## src/logic/isa_pkg.sv

```systemverilog
package isa_pkg;

    localparam int xlen       = 32;   // data and instruction width
    localparam int reg_addr_w = 5;    // 32 architectural registers
    localparam int opc_w      = 7;
    localparam int funct3_w   = 3;
    localparam int imm_w      = 12;   // i-type and s-type immediate width

    typedef logic [xlen-1:0]       word_t;
    typedef logic [reg_addr_w-1:0] reg_addr_t;

    // major opcodes, instruction bits 6..0
    localparam logic [opc_w-1:0] opc_op     = 7'b011_0011;  // register-register alu
    localparam logic [opc_w-1:0] opc_op_imm = 7'b001_0011;  // register-immediate alu
    localparam logic [opc_w-1:0] opc_load   = 7'b000_0011;
    localparam logic [opc_w-1:0] opc_store  = 7'b010_0011;
    localparam logic [opc_w-1:0] opc_jal    = 7'b110_1111;
    localparam logic [opc_w-1:0] opc_jalr   = 7'b110_0111;  // only seen by the hold counter
    localparam logic [opc_w-1:0] opc_branch = 7'b110_0011;  // same
    localparam logic [opc_w-1:0] opc_bubble = 7'b000_0000;  // upstream stall word

    // load widths
    localparam logic [funct3_w-1:0] f3_lb  = 3'b000;
    localparam logic [funct3_w-1:0] f3_lh  = 3'b001;
    localparam logic [funct3_w-1:0] f3_lw  = 3'b010;
    localparam logic [funct3_w-1:0] f3_lbu = 3'b100;
    localparam logic [funct3_w-1:0] f3_lhu = 3'b101;

    // store widths
    localparam logic [funct3_w-1:0] f3_sb = 3'b000;
    localparam logic [funct3_w-1:0] f3_sh = 3'b001;
    localparam logic [funct3_w-1:0] f3_sw = 3'b010;

    // alu variants, shared by OP and OP-IMM
    localparam logic [funct3_w-1:0] f3_add_sub = 3'b000;
    localparam logic [funct3_w-1:0] f3_sll     = 3'b001;
    localparam logic [funct3_w-1:0] f3_slt     = 3'b010;
    localparam logic [funct3_w-1:0] f3_sltu    = 3'b011;
    localparam logic [funct3_w-1:0] f3_xor     = 3'b100;
    localparam logic [funct3_w-1:0] f3_srl_sra = 3'b101;
    localparam logic [funct3_w-1:0] f3_or      = 3'b110;
    localparam logic [funct3_w-1:0] f3_and     = 3'b111;

    // field positions
    localparam int rd_lsb     = 7;
    localparam int funct3_lsb = 12;   // also the low end of the u/j upper field
    localparam int rs1_lsb    = 15;
    localparam int rs2_lsb    = 20;
    localparam int imm_i_lsb  = 20;
    localparam int imm_s_lsb  = 25;   // upper part of the s immediate
    localparam int alt_bit    = 30;   // picks sub and sra

endpackage

```

## src/logic/pipe_ctrl_pkg.sv

```systemverilog
package pipe_ctrl_pkg;

    localparam int alu_op_w    = 4;
    localparam int mem_op_w    = 2;
    localparam int wb_type_w   = 3;
    localparam int jump_cnt_w  = 3;

    // alu operation handed to execute
    typedef enum logic [alu_op_w-1:0] {
        alu_nop  = 4'd0,   // inactive, also the bubble value
        alu_add  = 4'd1,
        alu_sub  = 4'd2,
        alu_sll  = 4'd3,
        alu_slt  = 4'd4,
        alu_sltu = 4'd5,
        alu_xor  = 4'd6,
        alu_srl  = 4'd7,
        alu_sra  = 4'd8,
        alu_or   = 4'd9,
        alu_and  = 4'd10
    } alu_op_t;

    // memory stage action
    typedef enum logic [mem_op_w-1:0] {
        mem_nop   = 2'd0,
        mem_load  = 2'd1,
        mem_store = 2'd2
    } mem_op_t;

    // access width and extension, used by memory and write-back
    typedef enum logic [wb_type_w-1:0] {
        wb_word          = 3'd0,   // inactive default
        wb_half_signed   = 3'd1,
        wb_half_unsigned = 3'd2,
        wb_byte_signed   = 3'd3,
        wb_byte_unsigned = 3'd4
    } wb_type_t;

    typedef logic [jump_cnt_w-1:0] jump_cnt_t;

    // hold counter stops here, a jump never sits in decode longer than this
    localparam jump_cnt_t jump_hold_max = 3'd5;

endpackage

```

## src/logic/instruction_decoder.sv

```systemverilog
`timescale 1ns/1ps

module instruction_decoder (
    input  logic                    CK_REF,
    input  logic                    RST_N,
    input  isa_pkg::word_t          instruction,
    input  isa_pkg::word_t          rs1_data,
    input  isa_pkg::word_t          rs2_data,
    input  isa_pkg::reg_addr_t      rd_offset_1c,     // dest one stage ahead
    input  isa_pkg::reg_addr_t      rd_offset_2c,
    input  isa_pkg::reg_addr_t      rd_offset_3c,
    input  isa_pkg::word_t          alu_out_comb,     // result of the 1c producer
    input  isa_pkg::word_t          alu_output,       // 2c producer
    input  isa_pkg::word_t          alu_out_reg_1c,   // 3c producer
    output logic                    update_pc_next,
    output isa_pkg::reg_addr_t      rd_offset_next,
    output isa_pkg::reg_addr_t      rs1_offset,
    output isa_pkg::reg_addr_t      rs2_offset,
    output isa_pkg::word_t          alu_input_a,
    output isa_pkg::word_t          alu_input_b,
    output pipe_ctrl_pkg::alu_op_t  alu_op,
    output pipe_ctrl_pkg::mem_op_t  mem_op_next,
    output logic                    alu_mem_sel_next,
    output logic                    reg_wb_next,
    output pipe_ctrl_pkg::wb_type_t wb_type_next,
    output isa_pkg::word_t          store_data_next
);

    isa_pkg::word_t fwd_a;
    isa_pkg::word_t fwd_b;
    logic           first_cycle;

    // rs1 path
    operand_forward fwd_rs1 (
        .src_offset   (rs1_offset),
        .rf_data      (rs1_data),
        .rd_offset_1c (rd_offset_1c),
        .rd_offset_2c (rd_offset_2c),
        .rd_offset_3c (rd_offset_3c),
        .fwd_1c       (alu_out_comb),
        .fwd_2c       (alu_output),
        .fwd_3c       (alu_out_reg_1c),
        .operand      (fwd_a)
    );

    // rs2 path, same taps
    operand_forward fwd_rs2 (
        .src_offset   (rs2_offset),
        .rf_data      (rs2_data),
        .rd_offset_1c (rd_offset_1c),
        .rd_offset_2c (rd_offset_2c),
        .rd_offset_3c (rd_offset_3c),
        .fwd_1c       (alu_out_comb),
        .fwd_2c       (alu_output),
        .fwd_3c       (alu_out_reg_1c),
        .operand      (fwd_b)
    );

    jump_hold u_jump_hold (
        .CK_REF      (CK_REF),
        .RST_N       (RST_N),
        .instruction (instruction),
        .first_cycle (first_cycle)
    );

    opcode_decode u_opcode_decode (
        .instruction      (instruction),
        .fwd_a            (fwd_a),
        .fwd_b            (fwd_b),
        .rs2_data         (rs2_data),
        .first_cycle      (first_cycle),
        .update_pc_next   (update_pc_next),
        .rd_offset_next   (rd_offset_next),
        .rs1_offset       (rs1_offset),
        .rs2_offset       (rs2_offset),
        .alu_input_a      (alu_input_a),
        .alu_input_b      (alu_input_b),
        .alu_op           (alu_op),
        .mem_op_next      (mem_op_next),
        .alu_mem_sel_next (alu_mem_sel_next),
        .reg_wb_next      (reg_wb_next),
        .wb_type_next     (wb_type_next),
        .store_data_next  (store_data_next)
    );

endmodule

```

## src/logic/jump_hold.sv

```systemverilog
`timescale 1ns/1ps

module jump_hold (
    input  logic           CK_REF,
    input  logic           RST_N,
    input  isa_pkg::word_t instruction,   // word sitting in decode
    output logic           first_cycle    // high only while no jump has been counted yet
);

    logic [isa_pkg::opc_w-1:0] opcode;
    logic                      is_jump;
    pipe_ctrl_pkg::jump_cnt_t  hold_cnt;   // edges the current jump has sat in decode

    assign opcode = instruction[isa_pkg::opc_w-1:0];

    // every pc-changing opcode counts, even those decode ignores
    assign is_jump = (opcode == isa_pkg::opc_jal)  ||
                     (opcode == isa_pkg::opc_jalr) ||
                     (opcode == isa_pkg::opc_branch);

    always_ff @(posedge CK_REF or negedge RST_N) begin
        if (!RST_N) begin
            hold_cnt <= '0;
        end else if (!is_jump) begin
            hold_cnt <= '0;                        // next jump pulses again
        end else if (hold_cnt != pipe_ctrl_pkg::jump_hold_max) begin
            hold_cnt <= hold_cnt + 1'b1;           // saturate, no wrap back to zero
        end
    end

    // a held jump sees zero only before its first edge
    assign first_cycle = (hold_cnt == '0);

endmodule

```

## src/logic/opcode_decode.sv

```systemverilog
`timescale 1ns/1ps

module opcode_decode (
    input  isa_pkg::word_t          instruction,
    input  isa_pkg::word_t          fwd_a,             // rs1 after forwarding
    input  isa_pkg::word_t          fwd_b,             // rs2 after forwarding
    input  isa_pkg::word_t          rs2_data,          // raw file data for the store path
    input  logic                    first_cycle,       // from the hold counter
    output logic                    update_pc_next,
    output isa_pkg::reg_addr_t      rd_offset_next,
    output isa_pkg::reg_addr_t      rs1_offset,
    output isa_pkg::reg_addr_t      rs2_offset,
    output isa_pkg::word_t          alu_input_a,
    output isa_pkg::word_t          alu_input_b,
    output pipe_ctrl_pkg::alu_op_t  alu_op,
    output pipe_ctrl_pkg::mem_op_t  mem_op_next,
    output logic                    alu_mem_sel_next,  // 1 = write back alu result
    output logic                    reg_wb_next,
    output pipe_ctrl_pkg::wb_type_t wb_type_next,
    output isa_pkg::word_t          store_data_next
);

    logic [isa_pkg::opc_w-1:0]    opcode;
    logic [isa_pkg::funct3_w-1:0] funct3;
    logic                         alt;          // bit 30
    isa_pkg::reg_addr_t           rd_fld;
    isa_pkg::reg_addr_t           rs1_fld;
    isa_pkg::reg_addr_t           rs2_fld;
    isa_pkg::word_t               imm_i;
    isa_pkg::word_t               imm_s;
    isa_pkg::word_t               jal_upper;
    logic                         is_op;
    pipe_ctrl_pkg::alu_op_t       alu_sel;      // funct3 decode shared by OP and OP-IMM

    // instruction fields
    assign opcode  = instruction[isa_pkg::opc_w-1:0];
    assign funct3  = instruction[isa_pkg::funct3_lsb +: isa_pkg::funct3_w];
    assign alt     = instruction[isa_pkg::alt_bit];
    assign rd_fld  = instruction[isa_pkg::rd_lsb +: isa_pkg::reg_addr_w];
    assign rs1_fld = instruction[isa_pkg::rs1_lsb +: isa_pkg::reg_addr_w];
    assign rs2_fld = instruction[isa_pkg::rs2_lsb +: isa_pkg::reg_addr_w];

    // i-type immediate sign-extended from 12 bits
    assign imm_i = {{(isa_pkg::xlen-isa_pkg::imm_w){instruction[isa_pkg::xlen-1]}},
                    instruction[isa_pkg::xlen-1:isa_pkg::imm_i_lsb]};

    // s-type immediate split around rs2 and rs1 with its low part in the rd field
    assign imm_s = {{(isa_pkg::xlen-isa_pkg::imm_w){instruction[isa_pkg::xlen-1]}},
                    instruction[isa_pkg::xlen-1:isa_pkg::imm_s_lsb],
                    instruction[isa_pkg::rd_lsb +: isa_pkg::reg_addr_w]};

    // jal upper field zero-extended as is
    assign jal_upper = {{isa_pkg::imm_w{1'b0}},
                        instruction[isa_pkg::xlen-1:isa_pkg::funct3_lsb]};

    assign is_op = (opcode == isa_pkg::opc_op);

    always_comb begin
        case (funct3)
            isa_pkg::f3_add_sub: begin
                // addi ignores bit 30 since only the register form has sub
                alu_sel = (is_op && alt) ? pipe_ctrl_pkg::alu_sub : pipe_ctrl_pkg::alu_add;
            end
            isa_pkg::f3_sll:  alu_sel = pipe_ctrl_pkg::alu_sll;
            isa_pkg::f3_slt:  alu_sel = pipe_ctrl_pkg::alu_slt;
            isa_pkg::f3_sltu: alu_sel = pipe_ctrl_pkg::alu_sltu;
            isa_pkg::f3_xor:  alu_sel = pipe_ctrl_pkg::alu_xor;
            isa_pkg::f3_srl_sra: begin
                alu_sel = alt ? pipe_ctrl_pkg::alu_sra : pipe_ctrl_pkg::alu_srl;
            end
            isa_pkg::f3_or:   alu_sel = pipe_ctrl_pkg::alu_or;
            isa_pkg::f3_and:  alu_sel = pipe_ctrl_pkg::alu_and;
        endcase
    end

    always_comb begin
        // inactive defaults as produced by a bubble
        update_pc_next   = 1'b0;
        rd_offset_next   = '0;
        rs1_offset       = '0;
        rs2_offset       = '0;
        alu_input_a      = '0;
        alu_input_b      = '0;
        alu_op           = pipe_ctrl_pkg::alu_nop;
        mem_op_next      = pipe_ctrl_pkg::mem_nop;
        alu_mem_sel_next = 1'b0;
        reg_wb_next      = 1'b0;
        wb_type_next     = pipe_ctrl_pkg::wb_word;
        store_data_next  = '0;

        case (opcode)
            isa_pkg::opc_op: begin
                rd_offset_next   = rd_fld;
                rs1_offset       = rs1_fld;
                rs2_offset       = rs2_fld;
                alu_input_a      = fwd_a;
                alu_input_b      = fwd_b;
                alu_op           = alu_sel;
                alu_mem_sel_next = 1'b1;
                reg_wb_next      = 1'b1;
            end
            isa_pkg::opc_op_imm: begin
                rd_offset_next   = rd_fld;
                rs1_offset       = rs1_fld;   // rs2 stays 0 so b is never forwarded
                alu_input_a      = fwd_a;
                alu_input_b      = imm_i;     // shifts only use the low 5 bits
                alu_op           = alu_sel;
                alu_mem_sel_next = 1'b1;
                reg_wb_next      = 1'b1;
            end
            isa_pkg::opc_load: begin
                rd_offset_next   = rd_fld;
                rs1_offset       = rs1_fld;
                alu_input_a      = fwd_a;     // base
                alu_input_b      = imm_i;     // offset
                alu_op           = pipe_ctrl_pkg::alu_add;
                mem_op_next      = pipe_ctrl_pkg::mem_load;
                alu_mem_sel_next = 1'b0;      // write back from memory
                reg_wb_next      = 1'b1;
                case (funct3)
                    isa_pkg::f3_lb:  wb_type_next = pipe_ctrl_pkg::wb_byte_signed;
                    isa_pkg::f3_lh:  wb_type_next = pipe_ctrl_pkg::wb_half_signed;
                    isa_pkg::f3_lw:  wb_type_next = pipe_ctrl_pkg::wb_word;
                    isa_pkg::f3_lbu: wb_type_next = pipe_ctrl_pkg::wb_byte_unsigned;
                    isa_pkg::f3_lhu: wb_type_next = pipe_ctrl_pkg::wb_half_unsigned;
                    default:         wb_type_next = pipe_ctrl_pkg::wb_word;
                endcase
            end
            isa_pkg::opc_store: begin
                rs1_offset      = rs1_fld;
                rs2_offset      = rs2_fld;
                alu_input_a     = fwd_a;
                alu_input_b     = imm_s;
                alu_op          = pipe_ctrl_pkg::alu_add;
                mem_op_next     = pipe_ctrl_pkg::mem_store;
                store_data_next = rs2_data;    // raw file data without forwarding
                // width tells the memory stage how many bytes to write
                case (funct3)
                    isa_pkg::f3_sb: wb_type_next = pipe_ctrl_pkg::wb_byte_signed;
                    isa_pkg::f3_sh: wb_type_next = pipe_ctrl_pkg::wb_half_signed;
                    isa_pkg::f3_sw: wb_type_next = pipe_ctrl_pkg::wb_word;
                    default:        wb_type_next = pipe_ctrl_pkg::wb_word;
                endcase
            end
            isa_pkg::opc_jal: begin
                update_pc_next   = first_cycle;   // one pulse however long it sits here
                rd_offset_next   = rd_fld;
                alu_input_a      = jal_upper;
                alu_input_b      = '0;
                alu_op           = pipe_ctrl_pkg::alu_add;
                alu_mem_sel_next = 1'b1;
                reg_wb_next      = 1'b1;          // link value stays valid every cycle
            end
            isa_pkg::opc_bubble: begin
                // stall slot from upstream keeps every field inactive
            end
            default: begin
                // lui, auipc, jalr, branch, fence, system and unknown codes
            end
        endcase
    end

endmodule

```

## src/logic/operand_forward.sv

```systemverilog
`timescale 1ns/1ps

module operand_forward (
    input  isa_pkg::reg_addr_t src_offset,     // source register being read
    input  isa_pkg::word_t     rf_data,        // register file read data
    input  isa_pkg::reg_addr_t rd_offset_1c,   // dest of the instruction one stage ahead
    input  isa_pkg::reg_addr_t rd_offset_2c,
    input  isa_pkg::reg_addr_t rd_offset_3c,   // oldest one still in flight
    input  isa_pkg::word_t     fwd_1c,         // result tap matching rd_offset_1c
    input  isa_pkg::word_t     fwd_2c,
    input  isa_pkg::word_t     fwd_3c,
    output isa_pkg::word_t     operand
);

    logic src_valid;
    logic hit_1c;
    logic hit_2c;
    logic hit_3c;

    // x0 reads as zero from the file, a write to it must never be forwarded
    assign src_valid = (src_offset != '0);

    assign hit_1c = src_valid && (src_offset == rd_offset_1c);
    assign hit_2c = src_valid && (src_offset == rd_offset_2c);
    assign hit_3c = src_valid && (src_offset == rd_offset_3c);

    // nearest producer holds the newest value of the register
    always_comb begin
        if (hit_1c) begin
            operand = fwd_1c;            // still in the alu this cycle
        end else if (hit_2c) begin
            operand = fwd_2c;            // alu output register
        end else if (hit_3c) begin
            operand = fwd_3c;            // one register further down
        end else begin
            operand = rf_data;           // no hazard, file data is current
        end
    end

endmodule

```

## config.mk

```make
export PLATFORM = sky130hd
export DESIGN_NAME = instruction_decoder
export DESIGN_NICKNAME = d
export VERILOG_FILES = /design/src/logic/isa_pkg.sv /design/src/logic/pipe_ctrl_pkg.sv /design/src/logic/instruction_decoder.sv /design/src/logic/jump_hold.sv /design/src/logic/opcode_decode.sv /design/src/logic/operand_forward.sv
export SDC_FILE = /design/constraint.sdc
export NUM_CORES = 1
export LEC_CHECK = 0
export ABC_CLOCK_PERIOD_IN_PS = 1700
export BUFFER_PORTS_ARGS = -buffer_cell sky130_fd_sc_hd__buf_4
export CAP_MARGIN = 20
export CORE_AREA = 2 2 128 130
export CTS_BUF_LIST = sky130_fd_sc_hd__clkbuf_16
export DETAILED_ROUTE_END_ITERATION = 10
export DIE_AREA = 0 0 130 132
export HOLD_SLACK_MARGIN = 0.03
export PLACE_DENSITY = 0.57
export SETUP_SLACK_MARGIN = 0.3
export SYNTH_ARGS = -nofsm -noshare
export SYNTH_HDL_FRONTEND = slang
export SYNTH_SLANG_ARGS = --single-unit
```

## constraint.sdc

```tcl
create_clock -name CK_REF -period 1.7 [get_ports CK_REF]
set_input_delay 0.085 -clock CK_REF [delete_from_list [all_inputs] [get_ports CK_REF]]
set_output_delay 0.085 -clock CK_REF [all_outputs]
set_load 0.02 [all_outputs]
```

# ---- After elaboration in Yosys (flattened, before gate mapping)
# Index checks and enable logic that the tools add are counted.
dict set report totals {
  register_bits 3
  input_bits 209
  out_inout_bits 123
  elab_cells 69
}
dict set report classes {
  n_addsub 1
  n_eq_ne 22
  reduce_logical 20
  mux 25
}
# cell count
set ops {}
lappend ops {{$mux 32} 7}
lappend ops {{$pmux 32 s3} 1}
lappend ops {{$pmux 32 s2} 1}
lappend ops {{$pmux 4 s8} 1}
lappend ops {{$eq 5x5->1} 6}
lappend ops {{$eq 7x7->1 const B} 3}
lappend ops {{$mux 5} 3}
lappend ops {{$eq 7x6->1 const B} 2}
lappend ops {{$eq 3x3->1 const B} 4}
lappend ops {{$pmux 3 s4} 1}
lappend ops {{$reduce_bool 5->1} 2}
lappend ops {{$pmux 2 s2} 2}
lappend ops {{$pmux 4 s2} 1}
lappend ops {{$reduce_or 4->1} 2}
lappend ops {{$eq 7x2->1 const B} 1}
lappend ops {{$eq 7x5->1 const B} 1}
lappend ops {{$logic_and 1x1->1} 7}
lappend ops {{$eq 3x2->1 const B} 2}
lappend ops {{$logic_not 3->1} 2}
lappend ops {{$mux 3} 2}
lappend ops {{$pmux 3 s2} 1}
lappend ops {{$reduce_or 2->1} 3}
lappend ops {{$reduce_or 3->1} 2}
lappend ops {{$mux 4} 1}
lappend ops {{other kinds (7)} 10}

# ---- Logic depth before layout (Yosys ltp)
# Gate-level depths: netlist (run 1).
dict set report depth {
  word_depth 9
  mapped_depth 9
}

# ---- Cells and area by module
# From an unflattened synthesis (run 1), not the netlist that was laid out.
dict set report unflattened {
  hier_cells 603
  hier_area_um2 4145.2
}
# mod area_per_inst_um2 n_inst cells_per_inst
set modules_own_cells {}
lappend modules_own_cells {operand_forward 1325.0 2 180}
lappend modules_own_cells {opcode_decode 1291.2 1 221}
lappend modules_own_cells {jump_hold 203.9 1 22}

# ---- Worst setup path after synthesis (run 1)
# OpenSTA, ideal clock, no wires.
dict set report synth_path {
  kind {input to output}
  start {input instruction[21]}
  end {output alu_input_b[0]}
  cell_stages 8
  t_arrival_ps 2040
  path_slack_ps -425
  path_cell_list {clkbuf_1 > or4_1 > nor2_1 > nor2_1 > nand3b_1 > buf_2 > o221ai_1 > o21ai_0}
}
dict set report synth_via {
  elab_chain_len 7
}
# element line_no
set synth_rtl {}
lappend synth_rtl {{start: declaration} instruction_decoder.sv:6} ;# input isa_pkg::word_t instruction,
lappend synth_rtl {{$mux 5 (*)} opcode_decode.sv:91} ;# case (opcode)
lappend synth_rtl {{$eq 5x5->1 or $reduce_bool 5->1 (tied branches)} {operand_forward.sv:25, operand_forward.sv:21}}
lappend synth_rtl {{$logic_and 1x1->1} operand_forward.sv:25} ;# assign hit_3c = src_valid && (src_offset == rd_offset_3c);
lappend synth_rtl {{$mux 32} operand_forward.sv:33} ;# end else if (hit_3c) begin
lappend synth_rtl {{$mux 32} operand_forward.sv:31} ;# end else if (hit_2c) begin
lappend synth_rtl {{$mux 32 (*)} operand_forward.sv:29} ;# if (hit_1c) begin
lappend synth_rtl {{$pmux 32 s3 (*)} opcode_decode.sv:91}
lappend synth_rtl {{end: declaration} instruction_decoder.sv:20} ;# output isa_pkg::word_t alu_input_b,
# Every way passes the cells marked *; elsewhere a longest branch is shown, timed or not.

# ---- Worst setup path after layout (run 1)
dict set report layout_path {
  start {input instruction[2]}
  end {output alu_input_a[9]}
}
dict set report layout_via {
  elab_chain_len 9
}
# element line_no
set layout_rtl {}
lappend layout_rtl {{$eq 7x5->1 (tied with other cells)} opcode_decode.sv:91}
lappend layout_rtl {{$reduce_or 4->1 (no source line)} --}
lappend layout_rtl {{$mux 5} opcode_decode.sv:91}
lappend layout_rtl {{$eq 5x5->1 or $reduce_bool 5->1 (tied branches)} {operand_forward.sv:25, operand_forward.sv:21}}
lappend layout_rtl {{$logic_and 1x1->1} operand_forward.sv:25}
lappend layout_rtl {{$mux 32} operand_forward.sv:33}
lappend layout_rtl {{$mux 32} operand_forward.sv:31}
lappend layout_rtl {{$mux 32} operand_forward.sv:29}
lappend layout_rtl {{$pmux 32 s2 (*)} opcode_decode.sv:91}
lappend layout_rtl {{end: declaration} instruction_decoder.sv:19} ;# output isa_pkg::word_t alu_input_a,
# Marked as above.

==> impl_metrics.yaml, run 1 <==
global_route:
  antenna_found_initial: 0
  grt_pass1_wl_mm: 37.32
  grt-ovfl-total: 0
  grt_pass1_vias: 6381
  grt_usage_pct: 28.28
  grt_start_max_net_pins: 40
detailed_routing:
  finalWirelength_mm: 25.99
  wl_met1_mm: 10.83
  drt_drc_violations_left: 0
  dr.pass1.iters: 5
  highest_layer: "met4"
  route.met3.wl_mm: 1.705
  vias_per_cell: 5.320
  vias: 6001
  dr_wl_met2_mm: 12.92
  wl_per_cell_um: 23.04
  final_antenna_net_count: 0
  first_iter_violations: 306
floorplan:
  core_um2: 15710
  die_area_um2: 17160
  start_util_pct: 20.78
  rows: 46
  die_w_um: 130
  ios: 332
  die_h_um: 132
worst_setup_path:
  worst-path-buf-inv: 4
  critical_path_class: "primary input to output port"
  crit_fanout: 11
  worst_setup_path_start_kind: "primary input"
  path_cells: "buf_6 -> and4bb_2 -> nand2b_1 -> or4b_4 -> buf_12 -> buf_16 -> nand2_1 -> a311oi_1 -> a221o_1 -> buf_4"
  crit_family: "simple AND/OR/NAND/NOR gates"
  crit_path_end_kind: "output port"
  max_stage_delay_ns: 0.57
  worstPathRequired_ns: 1.62
  worstPathArrival_ns: 2.05
  cpMaxStageDelayCell: "or4b_4"
synthesis:
  yosysWarnings: 0
  yosysMostFrequentCell: "nand2_1"
  synth_area_um2: 3266
  avgSynthCellArea_um2: 6.479
  yosys-top-cells-area: "mux2i_1, o221ai_1, nand2_1"
  synth_ff_type: "dfrtp_1"
  ys_ff_latch: 3
  synth_cell_types: 42
  synth_cells: 504
  yosys.area.top_type_share_pct: 10.11
  yosys-top-cells-count: "nand2_1, clkbuf_1, nor2_1, and3_1"
  synthesis.nets: 716
  synth_edf_count: 0
  ys_seq_area_share_pct: 2.299
  async_flop_share_pct: 100.0
  synth_top_area_cell: "mux2i_1"
clocking:
  clockBufferDepth: 2
  clk_pin_slew_ns: 0.03
  clock_latency_ns: 0.22
  cts_tree: "built"
  clk_root_buffer_cell: "clkbuf_16"
  htree_levels: 1
  clock_sinks: 3
  cts_made_buffers: 3
placed_design:
  place_ws_ns: -0.5617
  portBuffers: 331
  place.gp.congestion: 0.9268
  hpwl_mm: 18.13
  placed_cell_area_um2: 7064
  dp_cells: 1074
finish:
  fin_cells: 1128
  largest_reg_flops: 3
  areaGrowthSynthToFinish_pct: 176.4
  reg_top3: "u_jump_hold.hold_cnt (3)"
  final_area_um2: 9026
  num-nets-final: 1125
  drive_gt1_share_pct: 71.82
  top_register: "u_jump_hold.hold_cnt"
  n_antenna_cell: 0
timing:
  rsz0062_at_grt: "yes"
  period_share_pct: 125.9
  tns_ns: -26.23
  max_freq_ghz: 0.4674
  drv_slew: 0
  finalClockSkew_ns: 0.002571
  min_period_ns: 2.140
  hold_viol: 0
  relSlewSlack_pct: 66.03
  fin_ws_ns: -0.4397
  finalSetupViolations: 94
  tightest_slew_ns: 0.5096
power:
  p_per_area_nw_per_um2: 176.1
  power_uw: 1590
  p_leak_uw: 0.004006
  vdd_drop_max_mv: 0.1847
run_status:
  failed_checks: "negative setup slack"
  status: "finished, violations left"
flow_run:
  maxCapViolations: 0
min_path:
  hp-class: "primary input to asynchronous set/reset pin"
-- timing repair --
action,in CTS,in global routing
endpoints found under the setup margin,108,113
pin swaps,34,15
hold endpoints to repair,3,0
gates cloned,16,1
buffers inserted,25,7
gates resized for setup,218,79
hold buffers,1,0
-- final timing paths --
| path | startpoint | to | slack (ns) | cells after the start |
|---|---|---|---|---|
| max | instruction[2] | alu_input_a[9] | -0.44 | 10 |
| min | RST_N | u_jump_hold.hold_cnt[0]$_DFFE_PN0P_ | 0.20 | 2 |
| max reg2reg | u_jump_hold.hold_cnt[0]$_DFFE_PN0P_ | u_jump_hold.hold_cnt[0]$_DFFE_PN0P_ | 0.61 | 4 |
| min reg2reg | u_jump_hold.hold_cnt[1]$_DFFE_PN0P_ | u_jump_hold.hold_cnt[1]$_DFFE_PN0P_ | 0.58 | 2 |
| max in group asynchronous | RST_N | u_jump_hold.hold_cnt[2]$_DFFE_PN0P_ | 1.41 | 2 |
| min in group CK_REF | instruction[2] | u_jump_hold.hold_cnt[0]$_DFFE_PN0P_ | 0.26 | 3 |
-- layout make-up --
class | instances | area (um^2)
flip-flops and latches | 3 | 75.07
well taps | 216 | 270.3
multi-input cells | 429 | 3890
clock inverters | 1 | 3.754
fillers | 1415 | 6686
clock buffers | 3 | 75.07
repair buffers | 468 | 4682
inverters | 8 | 30.03
-- report_power, final --
group / switching [uW] / total, uW / internal (uW)
Combinational: 524 / 1150 / 625
Clock: 64.4 / 368 / 303
Sequential: 0.460 / 72.7 / 72.3
-- worst reg2reg max path, stage by stage, from the launching register on --
cell     delay, ns
dfrtp_1       0.41
ha_1          0.25
nand2_1       0.11
xnor2_1       0.12
nor2_1        0.06
-- cells in the final DEF, fill, tap and decap left out, types with 17 or more instances in the layout --
cell / instances
a221o_1: 20
nand2_1: 61
a311oi_1: 17
o21ai_2: 19
o221ai_2: 27
buf_4: 282
and3_4: 26
buf_12: 26
mux2i_1: 19
nor2_1: 30
buf_6: 138
a22oi_2: 26
-- routing by layer --
metal	vias up	GRT usage, %
li1	2741	-
met1	2911	36.62
met2	308	49.94
met3	41	3.531
met4	0	5.615
met5	-	0
-- logic make-up (layout without fill, tap and decap cells) --
kind of cell	count (synthesis)	count (layout)	share of synthesized area, %
and+or+nand+nor	203	203	31.19
DFF	3	3	2.299
xor gates and xnor gates	31	31	8.314
AOI/OAI and AO/OA	159	159	37.28
buffers and inverters	72	480	9.655
adders and majority gates	3	3	1.150
muxes	33	33	10.12
-- stage by stage --
stage / utilization [%] / hold WS [ns]
2_1_floorplan: - / -0.2106
3_3_place_gp: 44.96 / -0.1229
3_5_place_dp: 44.96 / -0.1249
4_1_cts: 54.82 / 0.2058
5_1_grt: 57.45 / 0.2223
6_report: 57.45 / 0.1992
No activity file was read; power rests on OpenSTA's default activity.
==> run 2, diff against run 1 <==
CTS_BUF_LIST = unset   (was sky130_fd_sc_hd__clkbuf_16)
PLACE_DENSITY = unset   (was 0.57)
PLACE_DENSITY_LB_ADDON = 0.2   (was unset)
==> impl_metrics.yaml, run 2 (synthesis results as in run 1) <==
run_status:
  status: "finished, violations left"
  failed_checks: "negative setup slack"
worst_setup_path:
  critical_path_class: "primary input to output port"
  worst_setup_path_start_kind: "primary input"
  reg2reg_depth: 5
  worstPathRequired_ns: 1.62
  cpMaxStageDelayCell: "or4b_4"
  crit_fanout: 17
  path_cells: "buf_6 -> and4bb_2 -> nand2b_4 -> or4b_4 -> buf_12 -> nand2_1 -> a311oi_2 -> a221o_1 -> buf_4"
  worstPathArrival_ns: 2.00
  max_stage_delay_ns: 0.57
  crit_path_end_kind: "output port"
power:
  vdd_drop_max_mv: 0.3458
  p_int_uw: 1032
  p_leak_uw: 0.004030
  switching_share_pct: 37.44
  pwr-share-clk_pct: 22.8
  p_sw_uw: 617.9
  power_frac_seq_pct: 4.4
  p_per_area_nw_per_um2: 177.0
  p_comb_share_pct: 72.8
detailed_routing:
  wl_per_cell_um: 23.10
  drt_drc_violations_left: 0
  route.met3.wl_mm: 1.856
  vias_per_cell: 5.359
  first_iter_violations: 352
  dr.pass1.iters: 5
  wl_met1_mm: 10.61
  final_antenna_net_count: 0
  vias: 6072
  highest_layer: "met4"
  finalWirelength_mm: 26.18
  dr_wl_met2_mm: 13.32
timing:
  drv_slew: 0
  tightest_slew_ns: 0.3902
  finalSetupViolations: 92
  hold_viol: 0
  relSlewSlack_pct: 73.98
  max_freq_ghz: 0.4802
  rsz0062_at_grt: "yes"
  fin_ws_ns: -0.3823
  period_share_pct: 122.5
  finalClockSkew_ns: 0.002190
  tns_ns: -21.98
  min_period_ns: 2.082
floorplan:
  die_area_um2: 17160
  start_util_pct: 20.78
  die_w_um: 130
  rows: 46
  core_um2: 15710
  die_h_um: 132
  ios: 332
placed_design:
  dp_cells: 1063
  place.gp.congestion: 0.9047
  portBuffers: 331
  hpwl_mm: 18.07
finish:
  n_antenna_cell: 0
  mostFrequentLayoutCells: "buf_4, buf_6, nand2_1"
  fin_cells: 1133
  num-nets-final: 1130
  largest_reg_flops: 3
  areaGrowthSynthToFinish_pct: 185.5
  top_register: "u_jump_hold.hold_cnt"
  n_fill_cell: 1423
  layout_commonest_cell: "buf_4"
  reg_top3: "u_jump_hold.hold_cnt (3)"
  drive_gt1_share_pct: 75.03
global_route:
  grt_usage_pct: 27.63
  grt_pass1_wl_mm: 36.65
  grt-ovfl-total: 0
  grt_start_max_net_pins: 42
  antenna_found_initial: 0
  grt_pass1_vias: 6197
clocking:
  cts_tree: "built"
  cts_made_buffers: 3
  clock_latency_ns: 0.22
  clk_root_buffer_cell: "clkbuf_16"
  clock_sinks: 3
  clockBufferDepth: 2
  clk_pin_slew_ns: 0.03
  htree_levels: 1
min_path:
  hp-class: "primary input to asynchronous set/reset pin"
flow_run:
  maxCapViolations: 0
run 2: changes by cell type in the layout (fill, tap and decap cells not counted), sizes merged:
cell | previous run | this run
bufbuf | 1 | 2
a21oi | 6 | 7
clkbuf | 4 | 10
inv | 9 | 8
buf | 465 | 463
run 2: path summary, 6_finish.rpt:
path	slack [ns]	start	end
worst max-delay path	-0.38	instruction[2]	alu_input_a[10]
worst min-delay path	0.19	RST_N	u_jump_hold.hold_cnt[1]$_DFFE_PN0P_
worst max register to register	0.61	u_jump_hold.hold_cnt[1]$_DFFE_PN0P_	u_jump_hold.hold_cnt[0]$_DFFE_PN0P_
worst min register to register	0.59	u_jump_hold.hold_cnt[1]$_DFFE_PN0P_	u_jump_hold.hold_cnt[1]$_DFFE_PN0P_
max in group asynchronous	1.42	RST_N	u_jump_hold.hold_cnt[0]$_DFFE_PN0P_
min in group CK_REF	0.43	instruction[2]	u_jump_hold.hold_cnt[0]$_DFFE_PN0P_
run 2: stage by stage:
step	instance area (um^2)	total power, uW	utilization (%)	hold slack [ns]	worst slack (ns)
global placement	6945	1035	44.20	-0.1263	-0.6295
CTS	8433	1565	53.67	0.1883	-0.3848
floorplan	3781	392.4	-	-0.2106	-0.2653
finish	9323	1650	59.33	0.1853	-0.3823
global route	9323	1731	59.33	0.2160	-0.4457
detailed placement	6945	1048	44.20	-0.1246	-0.6469
run 2: power groups by stage:
stage	Sequential, uW	Combinational [uW]	Clock (uW)
2_1_floorplan	73.4	319	0
3_3_place_gp	73.4	962	0
3_5_place_dp	73.5	975	0
4_1_cts	72.7	1110	380
5_1_grt	72.7	1270	389
6_report	72.7	1200	376
run 2: routing by layer:
metal | global-route usage, % | vias to the layer above
met2 | 50.38 | 325
met1 | 34.87 | 2961
met5 | 0 | -
met3 | 3.571 | 35
li1 | - | 2751
met4 | 4.301 | 0
run 2: layout make-up:
cell class | instances | area, um^2 | share of cell area (%)
well taps | 216 | 270.3 | 2.899
inverters | 8 | 30.03 | 0.3221
multi-input cells | 430 | 4180 | 44.84
repair buffers | 472 | 4688 | 50.29
clock buffers | 4 | 78.83 | 0.8455
flip-flops and latches | 3 | 75.07 | 0.8053
run 2: timing repair:
item / 4_1_cts / 5_1_grt
endpoints found under the hold margin: 3 / 0
pin swaps: 28 / 44
setup endpoints to repair: 105 / 116
buffers inserted: 25 / 21
resized for setup: 205 / 124
cloned: 12 / 7
hold buffers: 1 / 0
run 2: critical path, delay by kind of cell:
kind / cells / cell delay (ns)
AND/OR/NAND/NOR: 4 / 1.08
buffers and inverters: 3 / 0.44
AO/OA/AOI/OAI: 2 / 0.38
==> run 3, diff against run 2 <==
CELL_PAD_IN_SITES_DETAIL_PLACEMENT = 0   (was unset)
CELL_PAD_IN_SITES_GLOBAL_PLACEMENT = 1   (was unset)
CORE_AREA = unset   (was 2 2 128 130)
CORE_UTILIZATION = 20   (was unset)
DIE_AREA = unset   (was 0 0 130 132)
==> impl_metrics.yaml, run 3 (synthesis results as in run 1) <==
run_status:
  status: "finished, violations left"
  failed_checks: "negative setup slack"
timing:
  min_period_ns: 2.095
  period_share_pct: 123.3
  max_freq_ghz: 0.4772
  drv_slew: 0
  hold_ws_ns: 0.1918
  relSlewSlack_pct: 70.75
  finalSetupViolations: 89
  finalClockSkew_ns: 0.002450
  tightest_slew_ns: 0.4341
  fin_ws_ns: -0.3955
  rsz0062_at_grt: "yes"
  hold_viol: 0
global_route:
  grt_pass1_vias: 5979
  grt_pass1_wl_mm: 34.85
  grt-ovfl-total: 0
  antenna_found_initial: 0
  gr-usage-met2_pct: 49.67
  grt_usage_pct: 27.43
  met3_usage_pct: 4.756
  grtUsageMet1_pct: 33.34
  grt_start_max_net_pins: 42
  gr-max-usage-layer: "met2"
finish:
  largest_reg_flops: 3
  drive_gt1_share_pct: 71.51
  fin_util_pct: 56.13
  areaGrowthSynthToFinish_pct: 173.0
  layout_commonest_cell: "buf_4"
  final_area_um2: 8916
  top_register: "u_jump_hold.hold_cnt"
  reg_top3: "u_jump_hold.hold_cnt (3)"
  mostFrequentLayoutCells: "buf_4, buf_6, nand2_1"
  fin_cells: 1111
  num-nets-final: 1108
  n_antenna_cell: 0
power:
  p_sw_uw: 614.5
  switching_share_pct: 37.47
  p_int_uw: 1025
  vdd_drop_max_mv: 0.4906
  p_per_area_nw_per_um2: 183.9
  power_frac_seq_pct: 4.4
  p_leak_uw: 0.003892
  p_comb_share_pct: 72.4
  pwr-share-clk_pct: 23.2
clocking:
  clk_pin_slew_ns: 0.03
  cts_tree: "built"
  htree_levels: 1
  clock_latency_ns: 0.23
  clk_root_buffer_cell: "clkbuf_16"
  cts_made_buffers: 3
  clockBufferDepth: 2
  clock_sinks: 3
floorplan:
  die_h_um: 129.8
  die_w_um: 129.8
  start_util_pct: 20.56
  die_area_um2: 16840
  rows: 46
  ios: 332
  core_um2: 15890
detailed_routing:
  vias: 5956
  drt_drc_violations_left: 0
  first_iter_violations: 441
  dr.pass1.iters: 5
  wl_per_cell_um: 23.08
  final_antenna_net_count: 0
  finalWirelength_mm: 25.65
  vias_per_cell: 5.361
placed_design:
  portBuffers: 331
  placed_cell_area_um2: 6902
  hpwl_mm: 18.13
  dp_cells: 1060
  place.gp.congestion: 0.9474
worst_setup_path:
  cpMaxStageDelayCell: "or4b_4"
  cp_common_cell: "buf_6"
  worst_setup_path_start_kind: "primary input"
  worstPathRequired_ns: 1.62
  crit_family: "simple AND/OR/NAND/NOR gates"
  worst-path-buf-inv: 3
  path_cells: "buf_6 -> and4bb_2 -> nand2b_4 -> or4b_4 -> buf_12 -> nand2_1 -> a311oi_1 -> a221o_1 -> buf_6"
  max_stage_delay_ns: 0.56
  crit_fanout: 15
  crit_path_end_kind: "output port"
  critical_path_class: "primary input to output port"
  worstPathArrival_ns: 2.01
min_path:
  hp-class: "primary input to asynchronous set/reset pin"
flow_run:
  maxCapViolations: 0
run 3: cell count changes in the layout (fill, tap and decap cells not counted), moves of 7 or more:
cell | before | now
a311oi_1 | 12 | 20
a311oi_2 | 8 | 0
buf_6 | 139 | 123
nor2_1 | 23 | 33
nor2_2 | 9 | 0
nor2b_2 | 12 | 5
nor2b_4 | 2 | 12
run 3: cell type report:
class | instances | area (um^2)
well taps | 216 | 270.3
flip-flops and latches | 3 | 75.07
repair buffers | 451 | 4443
fillers | 1513 | 6969
inverters | 8 | 30.03
multi-input cells | 429 | 4019
clock buffers | 4 | 78.83
run 3: power by group through the flow:
stage               Combinational (uW)  Clock, uW  Sequential, uW
floorplan                          319          0            73.4
global placement                   956          0            73.4
detailed placement                 967          0            73.5
CTS                               1090        380            72.7
global route                      1240        388            72.7
finish                            1190        380            72.7
run 3: stage by stage:
stage / total power, uW / TNS, ns / setup WS, ns
after floorplan: 392.4 / -11.84 / -0.2653
after global placement: 1030 / -29.79 / -0.5633
after detailed placement: 1041 / -29.93 / -0.5384
after CTS: 1540 / -19.31 / -0.3825
after global routing: 1705 / -25.70 / -0.4392
final: 1640 / -21.64 / -0.3955
run 3: per-layer routing:
metal | vias up | wire length, um
met5 | - | 0
met2 | 290 | 13200
li1 | 2714 | -
met1 | 2909 | 10140
met4 | 0 | 533
met3 | 43 | 1765
run 3: worst paths after layout:
kind | startpoint | end | slack, ns | depth (start not counted)
worst max-delay path | instruction[2] | alu_input_a[2] | -0.40 | 9
worst min-delay path | RST_N | u_jump_hold.hold_cnt[1]$_DFFE_PN0P_ | 0.19 | 2
worst max register to register | u_jump_hold.hold_cnt[1]$_DFFE_PN0P_ | u_jump_hold.hold_cnt[0]$_DFFE_PN0P_ | 0.58 | 5
worst min register to register | u_jump_hold.hold_cnt[1]$_DFFE_PN0P_ | u_jump_hold.hold_cnt[1]$_DFFE_PN0P_ | 0.58 | 2
max in group asynchronous | RST_N | u_jump_hold.hold_cnt[0]$_DFFE_PN0P_ | 1.41 | 2
min in group CK_REF | instruction[2] | u_jump_hold.hold_cnt[0]$_DFFE_PN0P_ | 0.39 | 4
run 3: what timing repair did:
action                     CTS  global route
cloned                       8             5
hold endpoints to repair     3             0
resized for setup          212            79
setup endpoints to repair  106           106
hold buffers                 1             0
buffers inserted            21            12
pin swaps                   34            30
